--- src/source/pool_pkg.sv ---
/* Widths, register map and kernel constants shared by the pooling engine
   Register addresses are byte addresses on a 10-bit AXI4-Lite port */

`default_nettype none

package pool_pkg;

    // ------------------------------------------------------------------
    // Data types
    // ------------------------------------------------------------------
    typedef logic [31:0] pixel_t;     // One stream pixel or register word
    typedef logic [9:0]  axil_addr_t; // Control port byte address
    typedef logic [10:0] coord_t;     // Column or row position, covers MAX_WIDTH
    typedef logic [35:0] sum_t;       // Nine 32-bit pixels added without overflow

    // ------------------------------------------------------------------
    // Kernel geometry
    // ------------------------------------------------------------------
    localparam int KERNEL_SIZE = 3;                         // Window side
    localparam int K_SQUARED   = KERNEL_SIZE * KERNEL_SIZE; // Pixels per window
    localparam int MAX_WIDTH   = 1800;                      // Deepest row held

    // Register map
    localparam axil_addr_t REG_CTRL   = 10'd0;  // Bit 0 is start
    localparam axil_addr_t REG_CLEAR  = 10'd4;  // Bit 0 zeroes all registers
    localparam axil_addr_t REG_WIDTH  = 10'd16; // Image width in pixels
    localparam axil_addr_t REG_HEIGHT = 10'd20; // Image height in rows

    // Control port transaction states
    typedef enum logic [1:0] {
        AXIL_IDLE,  // Both address channels open
        AXIL_WDATA, // Waiting for write data
        AXIL_WRESP, // Write response pending
        AXIL_RDATA  // Read data pending
    } axil_state_t;

endpackage

`default_nettype wire

--- src/source/window_pool.sv ---
/* Window registers, nine-pixel average and one-deep output stage
   Pixels are taken only while start is set and the output slot can move */

`timescale 1ns/10ps
`default_nettype none

module window_pool (
    input  wire                   axi_clk,
    input  wire                   axi_reset_n,
    input  wire                   start,
    input  wire                   s_axis_valid,
    output logic                  s_axis_ready,
    output logic                  pixel_take,
    input  wire pool_pkg::pixel_t col_top,
    input  wire pool_pkg::pixel_t col_mid,
    input  wire pool_pkg::pixel_t col_bot,
    input  wire                   window_ok,
    input  wire                   frame_end,
    output logic                  m_axis_valid,
    output pool_pkg::pixel_t      m_axis_data,
    output logic                  m_axis_last,
    input  wire                   m_axis_ready
);
    import pool_pkg::*;

    // Index 0 is the oldest column, the last index the newest
    pixel_t top_q [KERNEL_SIZE-1];
    pixel_t mid_q [KERNEL_SIZE-1];
    pixel_t bot_q [KERNEL_SIZE-1];
    sum_t   win_sum;
    sum_t   win_avg;
    logic   beat_load;

    // ------------------------------------------------------------------
    // Stream flow control
    // ------------------------------------------------------------------
    assign s_axis_ready = start && (!m_axis_valid || m_axis_ready); // Slot free or draining
    assign pixel_take   = s_axis_valid && s_axis_ready;
    assign beat_load    = pixel_take && window_ok;

    // Column history shift
    always_ff @(posedge axi_clk) begin
        if (pixel_take) begin
            for (int i = 0; i < KERNEL_SIZE - 2; i++) begin
                top_q[i] <= top_q[i+1];
                mid_q[i] <= mid_q[i+1];
                bot_q[i] <= bot_q[i+1];
            end
            top_q[KERNEL_SIZE-2] <= col_top;
            mid_q[KERNEL_SIZE-2] <= col_mid;
            bot_q[KERNEL_SIZE-2] <= col_bot;
        end
    end

    // ------------------------------------------------------------------
    // Nine-term sum and floor divide
    // ------------------------------------------------------------------
    always_comb begin
        win_sum = sum_t'(col_top) + sum_t'(col_mid) + sum_t'(col_bot); // Incoming column
        for (int i = 0; i < KERNEL_SIZE - 1; i++) begin
            win_sum = win_sum + sum_t'(top_q[i]) + sum_t'(mid_q[i]) + sum_t'(bot_q[i]);
        end
        win_avg = win_sum / sum_t'(K_SQUARED); // Quotient always fits 32 bits
    end

    // Output beat valid flag
    always_ff @(posedge axi_clk) begin
        if (!axi_reset_n) begin
            m_axis_valid <= 1'b0;
        end else if (beat_load) begin
            m_axis_valid <= 1'b1;
        end else if (m_axis_ready) begin
            m_axis_valid <= 1'b0; // Beat consumed, nothing new
        end
    end

    // Output payload, only loaded when the slot is free or draining
    always_ff @(posedge axi_clk) begin
        if (beat_load) begin
            m_axis_data <= win_avg[$bits(pixel_t)-1:0];
            m_axis_last <= frame_end;
        end
    end

    // Held beat must not change under back-pressure
    assert property (@(posedge axi_clk) disable iff (!axi_reset_n)
        (m_axis_valid && !m_axis_ready) |=>
            (m_axis_valid && $stable(m_axis_data) && $stable(m_axis_last)));

endmodule

`default_nettype wire

--- config.mk ---
export PLATFORM = sky130hd
export DESIGN_NAME = window_pool
export DESIGN_NICKNAME = d
export VERILOG_FILES = /design/src/source/pool_pkg.sv /design/src/source/window_pool.sv
export SDC_FILE = /design/constraint.sdc
export NUM_CORES = 1
export LEC_CHECK = 0
export ABC_AREA = 1
export BUFFER_PORTS_ARGS = -buffer_cell sky130_fd_sc_hd__buf_2
export CORE_MARGIN = 3
export CORE_UTILIZATION = 32
export CTS_CLUSTER_SIZE = 8
export DETAILED_ROUTE_END_ITERATION = 10
export HOLD_SLACK_MARGIN = 0.08
export PLACE_DENSITY = 0.51
export SLEW_MARGIN = 10
export SYNTH_ARGS = -nofsm -noshare
export SYNTH_HDL_FRONTEND = slang
export SYNTH_SLANG_ARGS = --single-unit
--- constraint.sdc ---
create_clock -name axi_clk -period 43.2 [get_ports axi_clk]
set_clock_uncertainty 0.15 [all_clocks]
set_input_delay 10.8 -clock axi_clk [delete_from_list [all_inputs] [get_ports axi_clk]]
set_output_delay 10.8 -clock axi_clk [all_outputs]
set_load 0.01 [all_outputs]
After elaboration in Yosys (flattened, before gate mapping)
Memories as Yosys holds them, arrays and structs flattened.
Cells that the tools add are included.
{ "classes": {"n_addsub": 8, "n_div": 1, "n_mux": 4, "n_reduce_logical": 6} }
{ "op_table": {"columns": ["operator", "count"], "rows": [
  ["adder 36 x 32 -> 36 bit", 4],
  ["adder 35 x 32 -> 36 bit", 1],
  ["divider 36 x 4 -> 36 bit, second input constant", 1],
  ["adder 34 x 32 -> 35 bit", 1],
  ["adder 33 x 32 -> 34 bit", 1],
  ["adder 32 x 32 -> 33 bit", 1],
  ["2-to-1 mux 1 bit", 4],
  ["logical AND 1 bit", 3],
  ["nonzero test 2 bit", 1],
  ["zero test 1 bit", 1],
  ["logical OR 1 bit", 1]
]} }
{ "totals": {"ff_bits": 34, "ramBits": 192, "input_bits": 103, "out_inout_bits": 36, "word_cells": 25, "mem_count": 3} }
{ "mem_list": {"columns": ["name", "depth", "word_bits", "read_ports", "rd_clocked_by_memory_dff", "write_ports", "line", "source"], "rows": [
  ["bot_q", 2, 32, 2, 0, 2, "window_pool.sv:29", "pixel_t bot_q [KERNEL_SIZE-1];"],
  ["mid_q", 2, 32, 2, 0, 2, "window_pool.sv:28", "pixel_t mid_q [KERNEL_SIZE-1];"],
  ["top_q", 2, 32, 2, 0, 2, "window_pool.sv:27", "pixel_t top_q [KERNEL_SIZE-1];"]
]} }

Longest topological paths before layout
{ "logic_depth": {"ltp_word": 9, "mapped_depth": 187, "mapped_depth_nobuf": 187} }

Least setup slack after synthesis
No wires, ideal clock.
{ "synth_path": {"path_kind": "input to output", "from": "input port m_axis_ready", "to": "output port pixel_take", "arrival_time_ps": 24891, "t_required_ps": 32250, "setup_slack_ps": 7359, "cell_stages": 2, "n_path_buf": 0, "path_cell_list": "nor2_1 > nor3b_1"} }
{ "synth_via": {"elab_chain_cells": 3} }
{ "synth_rtl": {"columns": ["element", "line", "source"], "rows": [
  ["from (decl)", "window_pool.sv:22", "input wire m_axis_ready"],
  ["logical OR 1 bit", "window_pool.sv:37", "assign s_axis_ready = start && (!m_axis_valid || m_axis_ready);"],
  ["logical AND 1 bit", "window_pool.sv:37", null],
  ["logical AND 1 bit", "window_pool.sv:38", "assign pixel_take = s_axis_valid && s_axis_ready;"],
  ["to (decl)", "window_pool.sv:13", "output logic pixel_take,"]
]} }
No other way between the ends.

Worst setup path after layout
{ "layout_path": {"from": "input port col_top[17]", "to": "register m_axis_data[0], data pin"} }
{ "layout_via": {"elab_chain_cells": 9} }
{ "layout_rtl": {"columns": ["element", "line", "source"], "rows": [
  ["from (decl)", "window_pool.sv:14", "input wire pool_pkg::pixel_t col_top,"],
  ["adder 32 x 32 -> 33 bit", "window_pool.sv:59", "win_sum = sum_t'(col_top) + sum_t'(col_mid) + sum_t'(col_bot);"],
  ["adder 33 x 32 -> 34 bit", "window_pool.sv:59", null],
  ["adder 34 x 32 -> 35 bit", "window_pool.sv:61", "win_sum = win_sum + sum_t'(top_q[i]) + sum_t'(mid_q[i]) + sum_t'(bot_q[i]);"],
  ["adder 35 x 32 -> 36 bit", "window_pool.sv:61", null],
  ["adder 36 x 32 -> 36 bit (4 in a row)", "window_pool.sv:61", null],
  ["divider 36 x 4 -> 36 bit", "window_pool.sv:63", "win_avg = win_sum / sum_t'(K_SQUARED);"],
  ["net win_avg[0]", "window_pool.sv:31", "sum_t win_avg;"],
  ["to (signal assigned)", "window_pool.sv:80", "m_axis_data <= win_avg[$bits(pixel_t)-1:0];"],
  ["to (decl)", "window_pool.sv:20", "output pool_pkg::pixel_t m_axis_data,"]
]} }
The timed path passes the listed nets, and every way through them passes these cells.
A chain may end at the register's enable or synchronous reset.

==> insert_results.sql <==
INSERT INTO impl_metrics (metric_group, metric, value, unit) VALUES
('sta', 'rsz0062_at_grt', 'false', ''),
('yosys', 'netlist_instances', '1848', ''),
('layout', 'area_used_by_multi_input_combinational_logic', '10000', 'um2'),
('yosys', 'mean_instance_size_in_the_synthesized_netlist', '9.99', 'um2'),
('yosys', 'synthesis.area', '18500', 'um2'),
('grt', 'pin_count_of_the_biggest_net_entering_global_routing', '151', ''),
('die', 'design.portCount', '139', ''),
('hold_path', 'min-delay-path-class', 'reg2reg', ''),
('sta', 'timing.final.hold_violations', '0', ''),
('sta', 'timing.final.crit_share', '0.648', ''),
('die', 'die_width', '246', 'um'),
('clock_network', 'post_cts_buffers', '0', ''),
('yosys', 'synth_compound_gate_area_share', '0.0297', ''),
('detailed_routing', 'routed_wirelength', '38800', 'um'),
('yosys', 'ys_warn_count', '0', ''),
('detailed_routing', 'via_count', '12400', ''),
('yosys', 'post_synth_fa_ha_maj_area_fraction', '0.267', ''),
('flow_run', 'drv.max_cap_violation_count', '0', ''),
('critical_path', 'critical_path_required', '43.34', 'ns'),
('sta', 'fmax', '0.0357', 'GHz'),
('layout', 'drive_gt1_frac', '0.231', ''),
('critical_path', 'crit_path_end_kind', 'flop', ''),
('yosys', 'yosys.area_share.xor_xnor', '0.0166', ''),
('yosys', 'portion_of_netlist_area_occupied_by_mux_cells', '0', ''),
('yosys', 'ys.flop_type', 'sky130_fd_sc_hd__edfxtp_1', ''),
('detailed_routing', 'viasPerCell', '4.42', ''),
('clock_network', 'total_clock_sinks', '226', ''),
('sta', 'setup_total_negative_slack', '0', 'ns'),
('detailed_routing', 'routed_wire_length_per_instance', '13.9', 'um'),
('layout', 'area_delta_synth_final', '14.4', '%'),
('sta', 'worst_slew_pin_slew', '1.01', 'ns'),
('detailed_routing', 'drcViolationCount', '0', ''),
('sta', 'timing.final.max_slew_violations', '0', ''),
('die', 'design.core.area', '56700', 'um2'),
('placement', 'place_hpwl', '31600', 'um'),
('yosys', 'ys_types', '48', ''),
('yosys', 'register_area_share_after_synthesis', '0.367', ''),
('grt', 'initial_antenna_violation_count', '0', ''),
('clock_network', 'cts_tree', 'yes', ''),
('critical_path', 'critPathArrivalTime', '28.14', 'ns'),
('placement', 'numPortBuffers', '138', ''),
('detailed_routing', 'detailedRoute.firstIterationViolations', '514', ''),
('critical_path', 'master_of_the_slowest_instance_on_the_critical_path', 'sky130_fd_sc_hd__fa_1', ''),
('placement', 'place_congestion', '0.808', ''),
('die', 'die_height', '246', 'um'),
('run_status', 'run_status', 'completed', ''),
('layout', 'filler_cell_count', '5570', ''),
('sta', 'setup-violations-final', '0', ''),
('clock_network', 'ctsHtreeMaxLevel', '2', ''),
('die', 'start_util', '0.326', ''),
('yosys', 'yosys_register_bits', '226', ''),
('sta', 'finalCriticalPeriod', '28.01', 'ns'),
('critical_path', 'critical_path.most_common_cell', 'sky130_fd_sc_hd__nand2_2', ''),
('critical_path', 'worst-path-max-fanout', '8', ''),
('grt', 'grt_overflow', '0', ''),
('critical_path', 'critical_path.startpoint_type', 'primary input', ''),
('clock_network', 'clock_path_buffers', '3', ''),
('yosys', 'synth_top_family_by_area', 'adder cells', ''),
('layout', 'fin_nets', '2390', ''),
('clock_network', 'post_cts.resized_instances', '0', ''),
('critical_path', 'delay_of_the_slowest_critical_path_stage', '0.54', 'ns'),
('clock_network', 'numCtsBuffers', '36', ''),
('grt', 'grt_first_pass_wirelength', '65400', 'um'),
('yosys', 'yosys.area_share.simple', '0.229', ''),
('detailed_routing', 'firstDrtPassIters', '5', ''),
('sta', 'slew_headroom', '0.325', ''),
('yosys', 'synthArstFlopShare', '0', ''),
('yosys', 'count_of_flip_flops_with_a_built_in_enable_after_synthesis', '225', ''),
('layout', 'final-seq-area', '6780', 'um2'),
('detailed_routing', 'ant_nets', '0', ''),
('grt', 'first_global_vias', '13100', ''),
('die', 'std_cell_rows', '87', ''),
('clock_network', 'clk_transition_reported_paths', '0.05', 'ns'),
('clock_network', 'insertion_delay', '0.53', 'ns'),
('clock_network', 'ctsHoldBuffers', '0', ''),
('yosys', 'synth.net_count', '2212', ''),
('grt', 'global_route.usage.total', '0.134', ''),
('die', 'dieArea', '60600', 'um2'),
('clock_network', 'library_cell_used_as_clock_root_buffer', 'sky130_fd_sc_hd__clkbuf_16', ''),
('critical_path', 'worstSetupPathType', 'in2reg', '');
==> kinds of logic after synthesis <==
group,after synthesis
buffers and inverters,432
adders and majority gates,261
xor gates and xnor gates,35
AOI/OAI and AO/OA,88
and+or+nand+nor,806
DFF,226
==> cell usage after synthesis (all sizes together) (2+ instances only) <==
library cell,count,area share
o21bai,6,0.0024
nor3b,4,0.0024
xor2,16,0.0076
and2,2,0.00068
xnor2,19,0.0090
ha,39,0.026
clkinv,21,0.0052
a21boi,2,0.00081
nand4,44,0.019
nand3,143,0.045
inv,409,0.084
nor2,64,0.015
o21ai,40,0.013
nand3b,7,0.0028
edfxtp,225,0.37
and3,2,0.00068
a31oi,2,0.00068
a21oi,29,0.0087
a31o,4,0.0019
or2,3,0.0010
bufinv,2,0.0019
nor3,8,0.0022
fa,222,0.24
nand2,529,0.14
==> layer usage <==
metal	vias to the layer above	wire length (um)	global-route usage
met5	-	0	0
met4	0	1320	0.0491
met3	66	1420	0.0217
met2	170	19400	0.237
met1	5974	16600	0.166
li1	6148	-	-
==> stage by stage <==
step / utilization / std cells / hold slack (ns) / instance area, um2 / worst slack [ns]
2_1_floorplan: - / 1848 / 0.298 / 18500 / 7.36
3_3_place_gp: 0.355 / 2744 / 0.306 / 20100 / 15.06
3_5_place_dp: 0.355 / 2744 / 0.310 / 20100 / 14.58
4_1_cts: 0.373 / 2793 / 0.317 / 21100 / 15.10
5_1_grt: 0.373 / 2793 / 0.327 / 21100 / 13.11
6_report: 0.373 / 2794 / 0.314 / 21100 / 15.19
==> sequential cells by signal, summed over array words and instances (netlist names) <==
name          flops
m_axis_last       1
m_axis_data      32
m_axis_valid      1
mid_q            64
bot_q            64
top_q            64
==> area by class of cell <==
cell class	instances	area share
multi-input combinational	1190	0.474
sequential	226	0.321
inverter	432	0.0793
tap	756	0.0448
clock buffer	39	0.0432
timing repair buffer	140	0.0340
clock inverter	10	0.00391
antenna	1	0.000118
==> critical path: cells and delay by family <==
family | cells | cell delay [ns]
AO/OA/AOI/OAI | 3 | 0.91
adder cells (fa/ha/maj) | 6 | 2.65
buffers and inverters | 16 | 1.02
AND/OR/NAND/NOR | 130 | 12.72
==> worst paths after layout <==
| path | startpoint | endpoint | slack (ns) | cells past startpoint |
|---|---|---|---|---|
| hold / removal | bot_q[0][38] | bot_q[0][6] | 0.31 | 0 |
| setup / recovery | col_top[17] | m_axis_data[0] | 15.19 | 155 |
| setup reg to reg | top_q[0][54] | m_axis_data[0] | 25.25 | 152 |
| hold reg to reg | bot_q[0][38] | bot_q[0][6] | 0.31 | 0 |
==> cells in the final DEF, fill, tap and decap left out, types with 6 or more instances in the layout <==
cell                        Yosys  layout
sky130_fd_sc_hd__nor3_1         8       8
sky130_fd_sc_hd__inv_2         46      46
sky130_fd_sc_hd__o21ai_1       13      13
sky130_fd_sc_hd__nand4_2       11      11
sky130_fd_sc_hd__nand2_2      125     125
sky130_fd_sc_hd__inv_1        361     361
sky130_fd_sc_hd__nand3_2       22      22
sky130_fd_sc_hd__xor2_1        16      16
sky130_fd_sc_hd__nand2_4       37      37
sky130_fd_sc_hd__a21oi_1       25      25
sky130_fd_sc_hd__o21ai_0       16      16
sky130_fd_sc_hd__nor2_1        55      55
sky130_fd_sc_hd__nand4_1       32      32
sky130_fd_sc_hd__clkinv_2       9      10
sky130_fd_sc_hd__o21ai_2       11      11
sky130_fd_sc_hd__clkbuf_16      0      36
sky130_fd_sc_hd__fa_1         222     222
sky130_fd_sc_hd__nand3b_1       7       7
sky130_fd_sc_hd__xnor2_1       19      19
sky130_fd_sc_hd__nand3_1      121     121
sky130_fd_sc_hd__nand2_1      367     367
sky130_fd_sc_hd__o21bai_1       6       6
sky130_fd_sc_hd__nor2_2         7       7
sky130_fd_sc_hd__edfxtp_1     225     225
sky130_fd_sc_hd__buf_2          0     138
sky130_fd_sc_hd__ha_1          39      39
sky130_fd_sc_hd__clkinv_1      11      17
Power is not shown: default switching activity piles up to over one toggle a cycle in this logic, so the estimate is an artifact.
