File: src/source/pool_pkg.sv
/* Widths, register map and kernel constants shared by the pooling engine
   Register addresses are byte addresses on a 10-bit AXI4-Lite port */

`default_nettype none

package pool_pkg;

    // ------------------------------------------------------------------
    // Data types
    // ------------------------------------------------------------------
    typedef logic [31:0] pixel_t;     // One stream pixel or register word
    typedef logic [9:0]  axil_addr_t; // Control port byte address
    typedef logic [10:0] coord_t;     // Column or row position, covers MAX_WIDTH
    typedef logic [35:0] sum_t;       // Nine 32-bit pixels added without overflow

    // ------------------------------------------------------------------
    // Kernel geometry
    // ------------------------------------------------------------------
    localparam int KERNEL_SIZE = 3;                         // Window side
    localparam int K_SQUARED   = KERNEL_SIZE * KERNEL_SIZE; // Pixels per window
    localparam int MAX_WIDTH   = 1800;                      // Deepest row held

    // Register map
    localparam axil_addr_t REG_CTRL   = 10'd0;  // Bit 0 is start
    localparam axil_addr_t REG_CLEAR  = 10'd4;  // Bit 0 zeroes all registers
    localparam axil_addr_t REG_WIDTH  = 10'd16; // Image width in pixels
    localparam axil_addr_t REG_HEIGHT = 10'd20; // Image height in rows

    // Control port transaction states
    typedef enum logic [1:0] {
        AXIL_IDLE,  // Both address channels open
        AXIL_WDATA, // Waiting for write data
        AXIL_WRESP, // Write response pending
        AXIL_RDATA  // Read data pending
    } axil_state_t;

endpackage

`default_nettype wire

File: src/source/pool_regs.sv
/* AXI4-Lite register file, one transaction at a time, write wins a tie
   Unmapped addresses read 0 and drop writes; a clear takes one extra cycle */

`timescale 1ns/10ps
`default_nettype none

module pool_regs (
    input  wire                    axi_clk,
    input  wire                    axi_reset_n,
    input  wire pool_pkg::axil_addr_t s_axi_awaddr,
    input  wire                    s_axi_awvalid,
    output logic                   s_axi_awready,
    input  wire pool_pkg::pixel_t  s_axi_wdata,
    input  wire                    s_axi_wvalid,
    output logic                   s_axi_wready,
    output logic                   s_axi_bvalid,
    input  wire                    s_axi_bready,
    input  wire pool_pkg::axil_addr_t s_axi_araddr,
    input  wire                    s_axi_arvalid,
    output logic                   s_axi_arready,
    output pool_pkg::pixel_t       s_axi_rdata,
    output logic                   s_axi_rvalid,
    input  wire                    s_axi_rready,
    output logic                   start,
    output pool_pkg::coord_t       img_width,
    output pool_pkg::coord_t       img_height
);
    import pool_pkg::*;

    axil_state_t state;
    axil_addr_t  addr_q;      // Address of the transaction in progress
    logic        start_q;
    logic        clear_q;     // Set by software, zeroes everything next cycle
    coord_t      width_q;
    coord_t      height_q;
    logic        write_fire;

    assign write_fire = (state == AXIL_WDATA) && s_axi_wvalid && s_axi_wready;

    // ------------------------------------------------------------------
    // Transaction FSM
    // ------------------------------------------------------------------
    always_ff @(posedge axi_clk) begin
        if (!axi_reset_n) begin
            state         <= AXIL_IDLE;
            s_axi_awready <= 1'b1;
            s_axi_arready <= 1'b1;
            s_axi_wready  <= 1'b0;
            s_axi_bvalid  <= 1'b0;
            s_axi_rvalid  <= 1'b0;
        end else begin
            case (state)
                AXIL_IDLE: begin
                    if (s_axi_awvalid && s_axi_awready) begin // Write has priority
                        state         <= AXIL_WDATA;
                        s_axi_awready <= 1'b0;
                        s_axi_arready <= 1'b0;
                        s_axi_wready  <= 1'b1;
                    end else if (s_axi_arvalid && s_axi_arready) begin
                        state         <= AXIL_RDATA;
                        s_axi_awready <= 1'b0;
                        s_axi_arready <= 1'b0;
                        s_axi_rvalid  <= 1'b1; // Data follows from addr_q
                    end
                end
                AXIL_WDATA: begin
                    if (write_fire) begin
                        state        <= AXIL_WRESP;
                        s_axi_wready <= 1'b0;
                        s_axi_bvalid <= 1'b1;
                    end
                end
                AXIL_WRESP: begin
                    if (s_axi_bready) begin
                        state         <= AXIL_IDLE;
                        s_axi_bvalid  <= 1'b0;
                        s_axi_awready <= 1'b1;
                        s_axi_arready <= 1'b1;
                    end
                end
                default: begin // AXIL_RDATA
                    if (s_axi_rready) begin
                        state         <= AXIL_IDLE;
                        s_axi_rvalid  <= 1'b0;
                        s_axi_awready <= 1'b1;
                        s_axi_arready <= 1'b1;
                    end
                end
            endcase
        end
    end

    // Address latch, same decision order as the FSM
    always_ff @(posedge axi_clk) begin
        if (state == AXIL_IDLE) begin
            if (s_axi_awvalid) begin
                addr_q <= s_axi_awaddr;
            end else if (s_axi_arvalid) begin
                addr_q <= s_axi_araddr;
            end
        end
    end

    // ------------------------------------------------------------------
    // Register storage
    // ------------------------------------------------------------------
    always_ff @(posedge axi_clk) begin
        if (!axi_reset_n || clear_q) begin
            start_q  <= 1'b0;
            clear_q  <= 1'b0;
            width_q  <= '0;
            height_q <= '0;
        end else if (write_fire) begin
            case (addr_q)
                REG_CTRL:   start_q  <= s_axi_wdata[0];
                REG_CLEAR:  clear_q  <= s_axi_wdata[0];
                REG_WIDTH:  width_q  <= s_axi_wdata[$bits(coord_t)-1:0];
                REG_HEIGHT: height_q <= s_axi_wdata[$bits(coord_t)-1:0];
                default: ; // Unmapped, write dropped
            endcase
        end
    end

    always_comb begin
        case (addr_q)
            REG_CTRL:   s_axi_rdata = pixel_t'(start_q);
            REG_CLEAR:  s_axi_rdata = pixel_t'(clear_q);
            REG_WIDTH:  s_axi_rdata = pixel_t'(width_q);
            REG_HEIGHT: s_axi_rdata = pixel_t'(height_q);
            default:    s_axi_rdata = '0;
        endcase
    end

    assign start      = start_q;
    assign img_width  = width_q;
    assign img_height = height_q;

    // Responses of the two paths never overlap
    assert property (@(posedge axi_clk) disable iff (!axi_reset_n)
        !(s_axi_bvalid && s_axi_rvalid));
    assert property (@(posedge axi_clk) disable iff (!axi_reset_n)
        s_axi_wready |-> (state == AXIL_WDATA));

endmodule

`default_nettype wire

File: config.mk
export PLATFORM = sky130hd
export DESIGN_NAME = pool_regs
export DESIGN_NICKNAME = d
export VERILOG_FILES = /design/src/source/pool_pkg.sv /design/src/source/pool_regs.sv
export SDC_FILE = /design/constraint.sdc
export NUM_CORES = 1
export LEC_CHECK = 0
export BUFFER_PORTS_ARGS = -buffer_cell sky130_fd_sc_hd__buf_2
export CELL_PAD_IN_SITES_DETAIL_PLACEMENT = 1
export CELL_PAD_IN_SITES_GLOBAL_PLACEMENT = 2
export CORE_MARGIN = 2
export CORE_UTILIZATION = 24
export CTS_CLUSTER_SIZE = 20
export DETAILED_ROUTE_END_ITERATION = 12
export PLACE_DENSITY_LB_ADDON = 0.1
export SYNTH_ARGS = -nofsm -noshare
export SYNTH_HDL_FRONTEND = slang
export SYNTH_SLANG_ARGS = --single-unit
File: constraint.sdc
create_clock -name axi_clk -period 2.3 [get_ports axi_clk]
set_input_delay 0.23 -clock axi_clk [delete_from_list [all_inputs] [get_ports axi_clk]]
set_output_delay 0.23 -clock axi_clk [all_outputs]
set_load 0.01 [all_outputs]
* Yosys cells after proc, flatten, opt, wreduce, memory -nomap -nowiden *
Cells that the tools add are included.

word-level totals
  bits of input ports = 59
  register bits after elaboration = 40

operators by class
  bitwise operators = 2
  reductions and logical operators = 25
  muxes and demuxes = 24
  equality and inequality tests = 11

operator list
  cell                   number
  $pmux W11 S4           1
  $eq A10 B5 Y1 const B  2
  $mux W10               2
  $reduce_and A4 Y1      3
  $mux W1                11
  $eq A10 B3 Y1 const B  1
  $logic_not A10 Y1      1
  $mux W2                5
  $ne A2 B2 Y1 const B   5
  $reduce_and A2 Y1      5
  $reduce_bool A2 Y1     4
  $pmux W1 S2            3
  $pmux W2 S3            1
  $reduce_and A3 Y1      2
  $logic_and A1 B1 Y1    4
  $reduce_bool A4 Y1     1
  $ne A3 B3 Y1 const B   1
  $pmux W1 S3            1
  $reduce_bool A3 Y1     1
  $eq A2 B1 Y1 const B   1
  $eq A2 B2 Y1 const B   1
  $logic_not A2 Y1       1
  $not A1 Y1             2
  $reduce_or A2 Y1       1
  2 further kinds        2

* Depth between registers and ports, before layout *
Gate-level depths: netlist of the first run.

  depth after elaboration = 5
  depth in mapped cells = 7
  gate-level depth less buffers = 6

* Least setup slack after synthesis of the first run *
No wires, ideal clock.

  path kind = reg-to-output
  from = register addr_q[5]
  to = output s_axi_rdata[1]
  arrival = 1,715 ps
  slack = 355 ps
  required time = 2,070 ps
  buffers on the path = 1
  cell stages (with the launch flop) = 5
  path through = edfxtp_1 -> or4b_4 -> or4_4 -> buf_6 -> nor2_1

on the way
  word-level cells in the longest chain between the ends = 2
  elaborated cells on any way between the ends = 5

ends and longest elaborated chain
  what                                         RTL line          text
  from (decl)                                  pool_regs.sv:31   axil_addr_t addr_q;
  from (signal assigned)                       pool_regs.sv:97   addr_q <= s_axi_awaddr;
  from (signal assigned)                       pool_regs.sv:99   addr_q <= s_axi_araddr;
  $eq A10 B5 Y1, or another cell as far along  pool_regs.sv:125  case (addr_q)
  $pmux W11 S4 (*)                             pool_regs.sv:125
  to (decl)                                    pool_regs.sv:21   output pool_pkg::pixel_t s_axi_rdata,

Mark *: on every way between the ends. The rest lies on a longest branch, timed or not.

* Worst setup path after layout of the first run *
  from = register addr_q[5]
  to = output s_axi_rdata[7]

The elaborated chain is that of the path after synthesis.

==> results_tabular.tex, run 1 <==
\begin{tabular}{lr}
\hline
Metric & Value \\
\hline
\multicolumn{2}{l}{\textbf{Setup path}} \\
Data arrival at the endpoint of the critical path & 2110 ps \\
Crit-path max cell delay & 590 ps \\
RR Startpoint & addr\_q[5]\$\_DFFE\_PP\_ \\
Setup crit start kind & flip-flop \\
CP Class & reg2out \\
Biggest fanout along the worst timing path & 5 \\
Cells along the critical path & or4b\_4, or4\_4, nor2\_1, buf\_2 \\
Count of buffering cells on the critical path with inverters included & 1 \\
Start point of the critical path & addr\_q[5]\$\_DFFE\_PP\_ \\
Critical Path Slowest Stage Cell & sky130\_fd\_sc\_hd\_\_or4\_4 \\
Top cell family by delay on the critical path & simple AND/OR/NAND/NOR gates \\
Data required, critical path & 2070 ps \\
Crit. End Element & output port \\
\multicolumn{2}{l}{\textbf{Power and ir drop}} \\
Part of the total power dissipated in sequential elements & 0.474 \\
Worst vdd rail ir drop & 342 uV \\
Static Leakage & 0.00124 uW \\
Pwr/cell area & 734 mW/mm2 \\
Cell Int Power & 1290 uW \\
Share of total power in combinational logic & 0.289 \\
Relative contribution of the clock network to total power & 0.237 \\
Switching component of the power & 651 uW \\
Fraction of power spent switching nets & 0.336 \\
\multicolumn{2}{l}{\textbf{Floorplanning}} \\
Starting density of the core & 0.245 \\
Number of placed I/O pins & 119 \\
DIE AREA & 0.00952 mm2 \\
Row count & 34 \\
Die span in x & 97.6 um \\
Placeable core region & 0.00859 mm2 \\
Overall die height & 97.6 um \\
\multicolumn{2}{l}{\textbf{STA}} \\
Setup violators final & 5 \\
Final-report hold violation count & 0 \\
Crit path time final & 2340 ps \\
Post-route setup slack & -35.5 ps \\
Period utilisation layout & 1.02 \\
Clock skew after layout & 6.00 ps \\
Fmax & 428 MHz \\
Setup total negative slack & -101 ps \\
Final Max Slew Viols & 0 \\
Setup repair after global routing missed its margin & yes \\
\multicolumn{2}{l}{\textbf{Global routing}} \\
Remaining Overflow, GRT & 0 \\
First-pass GRT wire length & 8730 um \\
Tot GR Track Use & 0.116 \\
Initial antenna violation count & 1 \\
Largest net degree at the start of global routing & 19 \\
Vias in the first global route & 1714 \\
\multicolumn{2}{l}{\textbf{Place}} \\
Dpl hpwl & 4020 um \\
Port-buffer cells & 76 \\
Worst slack after detailed placement & 234 ps \\
Placer congestion estimate & 0.653 \\
\multicolumn{2}{l}{\textbf{Logic synthesis}} \\
Number of warnings reported in the yosys synthesis log & 0 \\
Synthesized area divided by synthesized cell count & 9.60 um2 \\
Dominant synthesized flop cell & sky130\_fd\_sc\_hd\_\_dfxtp\_1 \\
Cell with the most instances after synthesis & sky130\_fd\_sc\_hd\_\_nand2\_1 \\
Total of flip-flops plus latches after synthesis & 40 \\
Gate count of the mapped netlist & 219 \\
Count of flip-flops with a built-in enable after synthesis & 10 \\
Cell taking the most area after synthesis & sky130\_fd\_sc\_hd\_\_dfxtp\_1 \\
Cell area after synthesis & 0.00210 mm2 \\
Share of Yosys cell area claimed by the top area cell type & 0.286 \\
Sequential fraction of the synthesis area & 0.429 \\
Leading post-synthesis cells by cell area & sky130\_fd\_sc\_hd\_\_dfxtp\_1 (29\%), sky130\_fd\_sc\_hd\_\_mux2i\_1 (16\%), sky130\_fd\_sc\_hd\_\_edfxtp\_1 (14\%) \\
Async set-or-reset flop fraction in the synthesized netlist & 0 \\
Number of different library cells in the post-synthesis netlist & 35 \\
Leading post-synthesis cells by instance count & sky130\_fd\_sc\_hd\_\_nand2\_1 (41), sky130\_fd\_sc\_hd\_\_mux2i\_1 (34), sky130\_fd\_sc\_hd\_\_dfxtp\_1 (30) \\
\multicolumn{2}{l}{\textbf{Worst hold path}} \\
Worst min-delay path category & in2reg \\
Start point of the worst min-delay path & axi\_reset\_n \\
\multicolumn{2}{l}{\textbf{Clock network}} \\
Clock tree from TritonCTS & yes \\
H-tree levels & 2 \\
Number of buffers on the longest clock path & 2 \\
Clock slew at reported path FFs & 80 ps \\
CTS Root Buffer Type & sky130\_fd\_sc\_hd\_\_clkbuf\_8 \\
Clock latency reported for the late side of the worst-skew pair & 290 ps \\
Cts bufs inserted & 5 \\
CTS Sinks & 40 \\
\multicolumn{2}{l}{\textbf{Route}} \\
Vias & 1747 \\
Residual antenna-violating net count after detailed routing & 0 \\
Initial detailed-routing violation count & 18 \\
First-pass iteration count of the detailed router & 4 \\
Vias per inst & 4.29 \\
Per-cell routed wire length & 13.5 um \\
Final routed DRC violation total & 0 \\
Routed WL & 5480 um \\
\multicolumn{2}{l}{\textbf{Final layout}} \\
Count of filler cells inserted in the layout & 1074 \\
Register cell area after layout & 901 um2 \\
Area overhead of the layout relative to synthesis & 25.7\% \\
Area of the multi-input gates & 0.00108 mm2 \\
Final-stage net count & 359 \\
Fraction of final layout cells with drive strength greater than 1 & 0.386 \\
\multicolumn{2}{l}{\textbf{Flow run}} \\
Number of maximum-capacitance constraint violations & 0 \\
\multicolumn{2}{l}{\textbf{Status}} \\
Outcome & finished with violations \\
Violated checks & setup timing \\
\hline
\end{tabular}
==> worst reg2reg max path, cell delays in order, from the launching register on <==
cell and delay (ps):
sky130_fd_sc_hd__edfxtp_1 390, sky130_fd_sc_hd__or4b_4 580, sky130_fd_sc_hd__buf_4 160, sky130_fd_sc_hd__nor3_2 160
sky130_fd_sc_hd__and2_1 150, sky130_fd_sc_hd__buf_4 230, sky130_fd_sc_hd__mux2i_1 210
==> cell type report <==
cell class,count,share of cell area
multi-input cells,164,0.409
flip-flops and latches,40,0.341
repair buffers,82,0.162
well taps,108,0.0511
clock buffers,7,0.0289
inverters,4,0.00568
clock inverters,1,0.00189
diodes,1,0.000947
==> kinds of logic (layout without fill, tap and decap cells) <==
group                      Yosys count  in the layout  share of synthesized area
AOI/OAI and AO/OA                   18             18                     0.0530
adders and majority gates            3              3                     0.0179
buffers and inverters               36             94                      0.110
DFF                                 40             40                      0.429
muxes                               46             46                      0.226
other                                1             22                    0.00178
and+or+nand+nor                     75             76                      0.163
==> sequential cells by signal, summed over array words and instances, names as in the netlist <==
| name | flops |
|---|---|
| clear_q | 1 |
| start | 1 |
| addr_q | 10 |
| s_axi_arready | 1 |
| img_width | 11 |
| s_axi_rvalid | 1 |
| s_axi_wready | 1 |
| state | 2 |
| s_axi_bvalid | 1 |
| img_height | 11 |
==> what timing repair did <==
item / CTS / global route
setup endpoints to repair: 10 / 11
buffers inserted: 1 / 0
hold buffers: 0 / 0
gates resized for setup: 1 / 9
gates cloned: 1 / 0
pin swaps: 13 / 2
==> power groups by stage <==
stage	clock, uW	sequential (uW)	combinational, uW
finish	459	920	561
global route	511	937	647
CTS	487	924	577
detailed placement	0	932	566
global placement	0	930	568
floorplan	0	913	441
==> layout by cell type (no fill, tap or decap), types with 2 or more instances in the layout <==
| master | netlist | final |
|---|---|---|
| sky130_fd_sc_hd__nand2_1 | 41 | 41 |
| sky130_fd_sc_hd__mux2i_1 | 34 | 34 |
| sky130_fd_sc_hd__and2_1 | 2 | 2 |
| sky130_fd_sc_hd__or4_4 | 1 | 2 |
| sky130_fd_sc_hd__conb_1 | 1 | 21 |
| sky130_fd_sc_hd__nor2_1 | 16 | 7 |
| sky130_fd_sc_hd__clkbuf_8 | 0 | 5 |
| sky130_fd_sc_hd__o21ai_0 | 3 | 3 |
| sky130_fd_sc_hd__nand3_1 | 3 | 3 |
| sky130_fd_sc_hd__buf_4 | 23 | 7 |
| sky130_fd_sc_hd__a21oi_1 | 5 | 5 |
| sky130_fd_sc_hd__mux2_2 | 12 | 12 |
| sky130_fd_sc_hd__a31oi_1 | 3 | 3 |
| sky130_fd_sc_hd__ha_1 | 3 | 3 |
| sky130_fd_sc_hd__buf_2 | 1 | 75 |
| sky130_fd_sc_hd__dfxtp_1 | 30 | 30 |
| sky130_fd_sc_hd__nor3_1 | 3 | 3 |
| sky130_fd_sc_hd__nor2_2 | 1 | 10 |
| sky130_fd_sc_hd__a22oi_1 | 3 | 3 |
| sky130_fd_sc_hd__edfxtp_1 | 10 | 10 |
| sky130_fd_sc_hd__inv_1 | 4 | 4 |
| sky130_fd_sc_hd__clkbuf_1 | 6 | 2 |
==> per-layer routing <==
metal | wire length [um] | vias up | global-route usage
li1 | - | 868 | -
met1 | 2650 | 813 | 0.154
met2 | 2410 | 61 | 0.185
met3 | 364 | 5 | 0.0360
met4 | 51 | 0 | 0.0256
met5 | 0 | - | 0
==> path summary, 6_finish.rpt <==
kind	to	slack (ps)	depth (start not counted)
setup / recovery	s_axi_rdata[7]	-40	4
hold / removal	s_axi_arready$_SDFFE_PN1P_	150	2
setup reg to reg	img_width[1]$_SDFFE_PP0P_	350	6
hold reg to reg	img_width[6]$_SDFFE_PP0P_	480	2
==> stage by stage <==
step / hold WS (ps) / std cells / area (um2) / util / power (uW)
2_1_floorplan: 306 / 239 / 2180 / - / 1350
3_3_place_gp: 448 / 396 / 2520 / 0.293 / 1500
3_5_place_dp: 453 / 396 / 2520 / 0.293 / 1500
4_1_cts: 142 / 406 / 2620 / 0.305 / 1990
5_1_grt: 151 / 406 / 2640 / 0.307 / 2100
6_report: 151 / 407 / 2640 / 0.308 / 1940
Note: power is estimated with default switching activity, not from simulation.
==> run 2: changes to the inputs <==
ABC_AREA = 1   (was default)
CAP_MARGIN = 10   (was default)
CORE_UTILIZATION = 23   (was 24)
CTS_BUF_LIST = sky130_fd_sc_hd__clkbuf_16   (was default)
==> results_tabular.tex, run 2 <==
\begin{tabular}{lr}
\hline
Metric & Value \\
\hline
\multicolumn{2}{l}{\textbf{Final layout}} \\
Final Instance Count excl. Fillers & 568 (+40\%) \\
Fraction of final layout cells with drive strength greater than 1 & 0.241 (-0.145) \\
Post-layout instance area & 0.00297 mm2 (+12\%) \\
Commonest non-fill, non-tap cells in the layout & sky130\_fd\_sc\_hd\_\_nand2\_1 (96), sky130\_fd\_sc\_hd\_\_buf\_2 (76), sky130\_fd\_sc\_hd\_\_inv\_1 (68), sky130\_fd\_sc\_hd\_\_nor2\_1 (40), sky130\_fd\_sc\_hd\_\_dfxtp\_1 (30) \\
Post-Route Utilization & 0.292 (-0.0157) \\
Area overhead of the layout relative to synthesis & 24.8\% \\
Final-stage net count & 492 (+37\%) \\
Commonest non-fill, non-tap cell in the layout & sky130\_fd\_sc\_hd\_\_nand2\_1 \\
\multicolumn{2}{l}{\textbf{Floorplanning}} \\
DIE AREA & 0.0112 mm2 (+17\%) \\
Overall die height & 106 um (+8.4\%) \\
Number of placed I/O pins & 119 (unchanged) \\
Die span in x & 106 um (+8.4\%) \\
Placeable core region & 0.0102 mm2 (+19\%) \\
Row count & 37 (+8.8\%) \\
Starting density of the core & 0.234 (-0.0108) \\
\multicolumn{2}{l}{\textbf{Clock network}} \\
Setup bufs post-CTS & 0 (-1) \\
Number of buffers on the longest clock path & 2 (unchanged) \\
H-tree levels & 2 (unchanged) \\
Clock slew at reported path FFs & 60 ps (-20 ps) \\
CTS Root Buffer Type & sky130\_fd\_sc\_hd\_\_clkbuf\_16 \\
Hold bufs inserted after CTS & 0 (unchanged) \\
Post-cts repair resize count & 0 (-1) \\
Cts bufs inserted & 5 (unchanged) \\
Clock tree from TritonCTS & yes \\
Clock latency reported for the late side of the worst-skew pair & 280 ps (about the same) \\
CTS Sinks & 40 (unchanged) \\
\multicolumn{2}{l}{\textbf{Route}} \\
Vias per inst & 3.86 (-10\%) \\
Vias & 2194 (+26\%) \\
Residual antenna-violating net count after detailed routing & 0 (unchanged) \\
Routed WL & 6470 um (+18\%) \\
Initial detailed-routing violation count & 52 (+34) \\
Per-cell routed wire length & 11.4 um (-15\%) \\
Final routed DRC violation total & 0 (unchanged) \\
First-pass iteration count of the detailed router & 4 (unchanged) \\
\multicolumn{2}{l}{\textbf{Logic synthesis}} \\
Sequential fraction of the synthesis area & 0.378 (-0.0502) \\
Number of warnings reported in the yosys synthesis log & 0 (unchanged) \\
Cell area after synthesis & 0.00238 mm2 (+13\%) \\
Gate count of the mapped netlist & 354 (+62\%) \\
Number of different library cells in the post-synthesis netlist & 26 (-26\%) \\
Total of flip-flops plus latches after synthesis & 40 (unchanged) \\
Cell taking the most area after synthesis & sky130\_fd\_sc\_hd\_\_dfxtp\_1 \\
Async set-or-reset flop fraction in the synthesized netlist & 0 (unchanged) \\
Dominant synthesized flop cell & sky130\_fd\_sc\_hd\_\_dfxtp\_1 \\
Count of flip-flops with a built-in enable after synthesis & 10 (unchanged) \\
Leading post-synthesis cells by cell area & sky130\_fd\_sc\_hd\_\_dfxtp\_1 (25\%), sky130\_fd\_sc\_hd\_\_nand2\_1 (15\%), sky130\_fd\_sc\_hd\_\_edfxtp\_1 (13\%) \\
Leading post-synthesis cells by instance count & sky130\_fd\_sc\_hd\_\_nand2\_1 (96), sky130\_fd\_sc\_hd\_\_inv\_1 (68), sky130\_fd\_sc\_hd\_\_nor2\_1 (41) \\
Share of Yosys cell area claimed by the top area cell type & 0.252 (-0.0335) \\
Cell with the most instances after synthesis & sky130\_fd\_sc\_hd\_\_nand2\_1 \\
Synthesized area divided by synthesized cell count & 6.73 um2 (-30\%) \\
\multicolumn{2}{l}{\textbf{STA}} \\
Fmax & 501 MHz (+17\%) \\
Final-report hold violation count & 0 (unchanged) \\
Period utilisation layout & 0.867 (-0.148) \\
Setup repair after global routing missed its margin & no \\
Final Max Slew Viols & 0 (unchanged) \\
Crit path time final & 1990 ps (-341 ps) \\
Setup violators final & 0 (-5) \\
Worst slew margin relative to its limit & 0.656 \\
Pin slew with the least headroom to its limit & 515 ps \\
Setup total negative slack & 0 ps (+101 ps) \\
Clock skew after layout & 8.06 ps (+2.06 ps) \\
\multicolumn{2}{l}{\textbf{Place}} \\
Placer congestion estimate & 0.706 (+8.2\%) \\
Placed cell count & 559 (+41\%) \\
Placement Cell Area & 0.00281 mm2 (+12\%) \\
Port-buffer cells & 76 (unchanged) \\
Dpl hpwl & 4880 um (+21\%) \\
\multicolumn{2}{l}{\textbf{Flow run}} \\
Number of maximum-capacitance constraint violations & 0 (unchanged) \\
\multicolumn{2}{l}{\textbf{Power and ir drop}} \\
Static Leakage & 0.00157 uW (+26\%) \\
Worst vdd rail ir drop & 259 uV (-24\%) \\
Pwr/cell area & 737 mW/mm2 (+0.35\%) \\
\multicolumn{2}{l}{\textbf{Worst hold path}} \\
Worst min-delay path category & in2reg \\
\multicolumn{2}{l}{\textbf{Global routing}} \\
First-pass GRT wire length & 10400 um (+19\%) \\
Largest net degree at the start of global routing & 17 (-2) \\
Initial antenna violation count & 1 (unchanged) \\
Vias in the first global route & 2136 (+25\%) \\
Remaining Overflow, GRT & 0 (unchanged) \\
Tot GR Track Use & 0.119 (+0.00286) \\
\multicolumn{2}{l}{\textbf{Status}} \\
Outcome & finished clean \\
\multicolumn{2}{l}{\textbf{Setup path}} \\
Biggest fanout along the worst timing path & 10 (+5) \\
Setup crit start kind & flip-flop \\
CP Class & reg2out \\
Crit. End Element & output port \\
Data arrival at the endpoint of the critical path & 1760 ps (-350 ps) \\
Data required, critical path & 2070 ps (about the same) \\
\hline
\end{tabular}
-- run 2: path summary, 6_finish.rpt --
| check | from | end | slack, ps | cells after the start |
|---|---|---|---|---|
| hold / removal | axi_reset_n | s_axi_arready$_SDFFE_PN1P_ | 210 | 2 |
| setup / recovery | addr_q[7]$_DFFE_PP_ | s_axi_rdata[6] | 310 | 6 |
| hold reg to reg | s_axi_bvalid$_SDFFE_PN0P_ | s_axi_bvalid$_SDFFE_PN0P_ | 480 | 2 |
| setup reg to reg | state[1]$_SDFFE_PN0P_ | img_height[10]$_SDFFE_PP0P_ | 560 | 8 |
-- run 2: logic make-up after synthesis --
kind of cell               after synthesis  synth area share
and+or+nand+nor                        188             0.348
buffers and inverters                  103             0.211
DFF                                     40             0.378
AOI/OAI and AO/OA                       19            0.0452
adders and majority gates                3            0.0158
other                                    1           0.00157
-- run 2: report_power, final --
part | internal (uW) | switching, uW
Sequential | 826 | 50.4
Combinational | 195 | 369
Clock | 462 | 287
Total | 1480 | 707
-- run 2: through the flow --
| stage | worst slack [ps] | total power, uW | hold WS, ps |
|---|---|---|---|
| after floorplan | 748 | 1330 | 315 |
| after global placement | 550 | 1470 | 469 |
| after detailed placement | 514 | 1470 | 476 |
| after CTS | 282 | 2250 | 209 |
| after global routing | 128 | 2360 | 219 |
| final | 306 | 2190 | 209 |
-- run 2: worst max-delay path: stages (launching register included) --
cell and delay, ps:
sky130_fd_sc_hd__edfxtp_1 370, sky130_fd_sc_hd__nor2_2 170, sky130_fd_sc_hd__nand2_2 110, sky130_fd_sc_hd__nor2_8 160, sky130_fd_sc_hd__nand2_2 220, sky130_fd_sc_hd__o22ai_1 270
sky130_fd_sc_hd__buf_2 170
-- run 2: layout make-up --
| type | count | area [um2] |
|---|---|---|
| Fill cell | 1317 | 7210 |
| Multi-Input combinational cell | 231 | 1060 |
| Sequential cell | 40 | 901 |
| Timing Repair Buffer | 81 | 418 |
| Inverter | 71 | 267 |
| Tap cell | 136 | 170 |
| Clock buffer | 6 | 150 |
| Clock inverter | 2 | 7.51 |
| Antenna cell | 1 | 2.50 |
-- run 2: metal layers --
metal / vias to the layer above / track usage / part of all wire
met4: 0 / 0.0310 / 0.0094
met1: 941 / 0.146 / 0.46
met3: 5 / 0.0291 / 0.057
met2: 61 / 0.207 / 0.47
li1: 1187 / - / -
met5: - / 0 / 0
==> run 3: changes to the inputs <==
CORE_UTILIZATION = 21   (was 23)
clock period = 1.7 ns   (was 2.3 ns; I/O delays follow)
==> results_tabular.tex, run 3 (synthesized netlist as in run 2, its figures left out) <==
\begin{tabular}{lr}
\hline
Metric & Value \\
\hline
\multicolumn{2}{l}{\textbf{Status}} \\
Outcome & finished with violations \\
Violated checks & setup timing \\
\multicolumn{2}{l}{\textbf{Setup path}} \\
CP Class & reg2out \\
Critical Path Slowest Stage Cell & sky130\_fd\_sc\_hd\_\_edfxtp\_1 \\
Crit-path max cell delay & 370 ps (about the same) \\
Cells along the critical path & nor2\_2, nand2\_2, nor2\_8, nand2\_4, o22ai\_1, buf\_2 \\
Setup crit start kind & flip-flop \\
Data arrival at the endpoint of the critical path & 1580 ps (-180 ps) \\
Crit. End Element & output port \\
Data required, critical path & 1530 ps (-540 ps) \\
Biggest fanout along the worst timing path & 10 (unchanged) \\
\multicolumn{2}{l}{\textbf{Clock network}} \\
Hold bufs inserted after CTS & 0 (unchanged) \\
Clock latency reported for the late side of the worst-skew pair & 280 ps (about the same) \\
Clock tree from TritonCTS & yes \\
Clock slew at reported path FFs & 60 ps (about the same) \\
Number of buffers on the longest clock path & 2 (unchanged) \\
H-tree levels & 2 (unchanged) \\
CTS Root Buffer Type & sky130\_fd\_sc\_hd\_\_clkbuf\_16 \\
Cts bufs inserted & 5 (unchanged) \\
CTS Sinks & 40 (unchanged) \\
\multicolumn{2}{l}{\textbf{STA}} \\
Clock skew after layout & 4.45 ps (-3.61 ps) \\
Post-route setup slack & -47.7 ps (-353 ps) \\
Setup violators final & 11 (+11) \\
Final-report hold violation count & 0 (unchanged) \\
Fmax & 572 MHz \\
Hold slack & 152 ps (-57.2 ps) \\
Final Max Slew Viols & 0 (unchanged) \\
Setup total negative slack & -200 ps (-200 ps) \\
Period utilisation layout & 1.03 \\
Crit path time final & 1750 ps \\
Setup repair after global routing missed its margin & yes \\
\multicolumn{2}{l}{\textbf{Route}} \\
Routed WL & 6910 um (+6.9\%) \\
Vias & 2284 (+4.1\%) \\
Residual antenna-violating net count after detailed routing & 0 (unchanged) \\
Vias per inst & 3.89 (+0.73\%) \\
Final routed DRC violation total & 0 (unchanged) \\
First-pass iteration count of the detailed router & 3 (-1) \\
Initial detailed-routing violation count & 72 (+38\%) \\
Per-cell routed wire length & 11.8 um (+3.4\%) \\
\multicolumn{2}{l}{\textbf{Floorplanning}} \\
Die span in x & 110 um (+4.5\%) \\
Overall die height & 110 um (+4.5\%) \\
Row count & 38 (+2.7\%) \\
Placeable core region & 0.0109 mm2 (+7.4\%) \\
Starting density of the core & 0.218 (-0.0160) \\
Number of placed I/O pins & 119 (unchanged) \\
DIE AREA & 0.0122 mm2 (+9.2\%) \\
\multicolumn{2}{l}{\textbf{Power and ir drop}} \\
Pwr/cell area & 965 mW/mm2 (+31\%) \\
Final Power & 3050 uW (+39\%) \\
Static Leakage & 0.00169 uW (+7.3\%) \\
Worst vdd rail ir drop & 450 uV (+74\%) \\
\multicolumn{2}{l}{\textbf{Place}} \\
Worst slack after detailed placement & 57.2 ps (-457 ps) \\
Port-buffer cells & 76 (unchanged) \\
Dpl hpwl & 5140 um (+5.3\%) \\
Placer congestion estimate & 0.685 (-3.0\%) \\
Placement Cell Area & 0.00286 mm2 (+1.8\%) \\
\multicolumn{2}{l}{\textbf{Global routing}} \\
Initial antenna violation count & 0 (-1) \\
Largest net degree at the start of global routing & 25 (+8) \\
Remaining Overflow, GRT & 0 (unchanged) \\
Tot GR Track Use & 0.114 (-0.00438) \\
Vias in the first global route & 2371 (+11\%) \\
First-pass GRT wire length & 11300 um (+9.3\%) \\
\multicolumn{2}{l}{\textbf{Final layout}} \\
Area of the multi-input gates & 0.00112 mm2 (+6.3\%) \\
Final-stage net count & 508 (+3.3\%) \\
Register cell area after layout & 901 um2 (unchanged) \\
Count of filler cells inserted in the layout & 1400 (+6.3\%) \\
Post-layout instance area & 0.00316 mm2 (+6.4\%) \\
Commonest non-fill, non-tap cell in the layout & sky130\_fd\_sc\_hd\_\_nand2\_1 \\
Count of inserted antenna diode cells & 0 (-1) \\
Fraction of final layout cells with drive strength greater than 1 & 0.282 (+0.0406) \\
Area overhead of the layout relative to synthesis & 32.8\% \\
Commonest non-fill, non-tap cells in the layout & sky130\_fd\_sc\_hd\_\_nand2\_1 (94), sky130\_fd\_sc\_hd\_\_buf\_2 (76), sky130\_fd\_sc\_hd\_\_inv\_1 (69), sky130\_fd\_sc\_hd\_\_nor2\_1 (38), sky130\_fd\_sc\_hd\_\_dfxtp\_1 (30) \\
\multicolumn{2}{l}{\textbf{Worst hold path}} \\
Worst min-delay path category & in2reg \\
\multicolumn{2}{l}{\textbf{Flow run}} \\
Number of maximum-capacitance constraint violations & 0 (unchanged) \\
\hline
\end{tabular}
-- run 3: cell count changes in the layout (fill, tap and decap cells not counted), sizes merged --
cell / delta
buf: +15
nand3: +1
diode: -1
-- run 3: power by group --
group / total, uW / switching, uW / internal [uW]
registers: 1190 / 72.1 / 1120
clock network: 1010 / 385 / 626
logic: 849 / 536 / 313
total: 3050 / 993 / 2060
-- run 3: critical path, delay by kind of cell (launching register included) --
| family | cells | cell delay [ps] |
|---|---|---|
| compound gates | 1 | 200 |
| buf+inv | 1 | 160 |
| flops | 1 | 370 |
| simple gates | 4 | 570 |
-- run 3: per-layer routing --
layer	wire, um	track usage
met1	3260	0.136
met2	3250	0.207
met3	348	0.0291
met4	48	0.0250
met5	0	0
-- run 3: per-stage QoR --
step	instances	util
6_report	587	0.289
5_1_grt	587	0.289
4_1_cts	584	0.283
3_5_place_dp	569	0.262
3_3_place_gp	569	0.262
2_1_floorplan	374	-
-- run 3: area by class of cell --
type                       instances  area share
timing repair buffer              96       0.170
multi-input combinational        232       0.355
clock inverter                     2     0.00277
sequential                        40       0.285
inverter                          71      0.0843
tap                              140      0.0554
clock buffer                       6      0.0475
-- run 3: final timing paths --
check | from | endpoint | slack [ps] | depth (start not counted)
setup reg to reg | addr_q[9]$_DFFE_PP_ | img_height[9]$_SDFFE_PP0P_ | 140 | 10
hold reg to reg | s_axi_bvalid$_SDFFE_PN0P_ | s_axi_bvalid$_SDFFE_PN0P_ | 480 | 2
setup / recovery | addr_q[9]$_DFFE_PP_ | s_axi_rdata[8] | -50 | 6
hold / removal | axi_reset_n | s_axi_arready$_SDFFE_PN1P_ | 150 | 2
-- run 3: timing repair --
item                       in CTS  in global routing
pin swaps                       2                  2
buffers inserted                7                  2
gates resized for setup         6                  9
setup endpoints to repair      11                 33
cloned                          0                  1
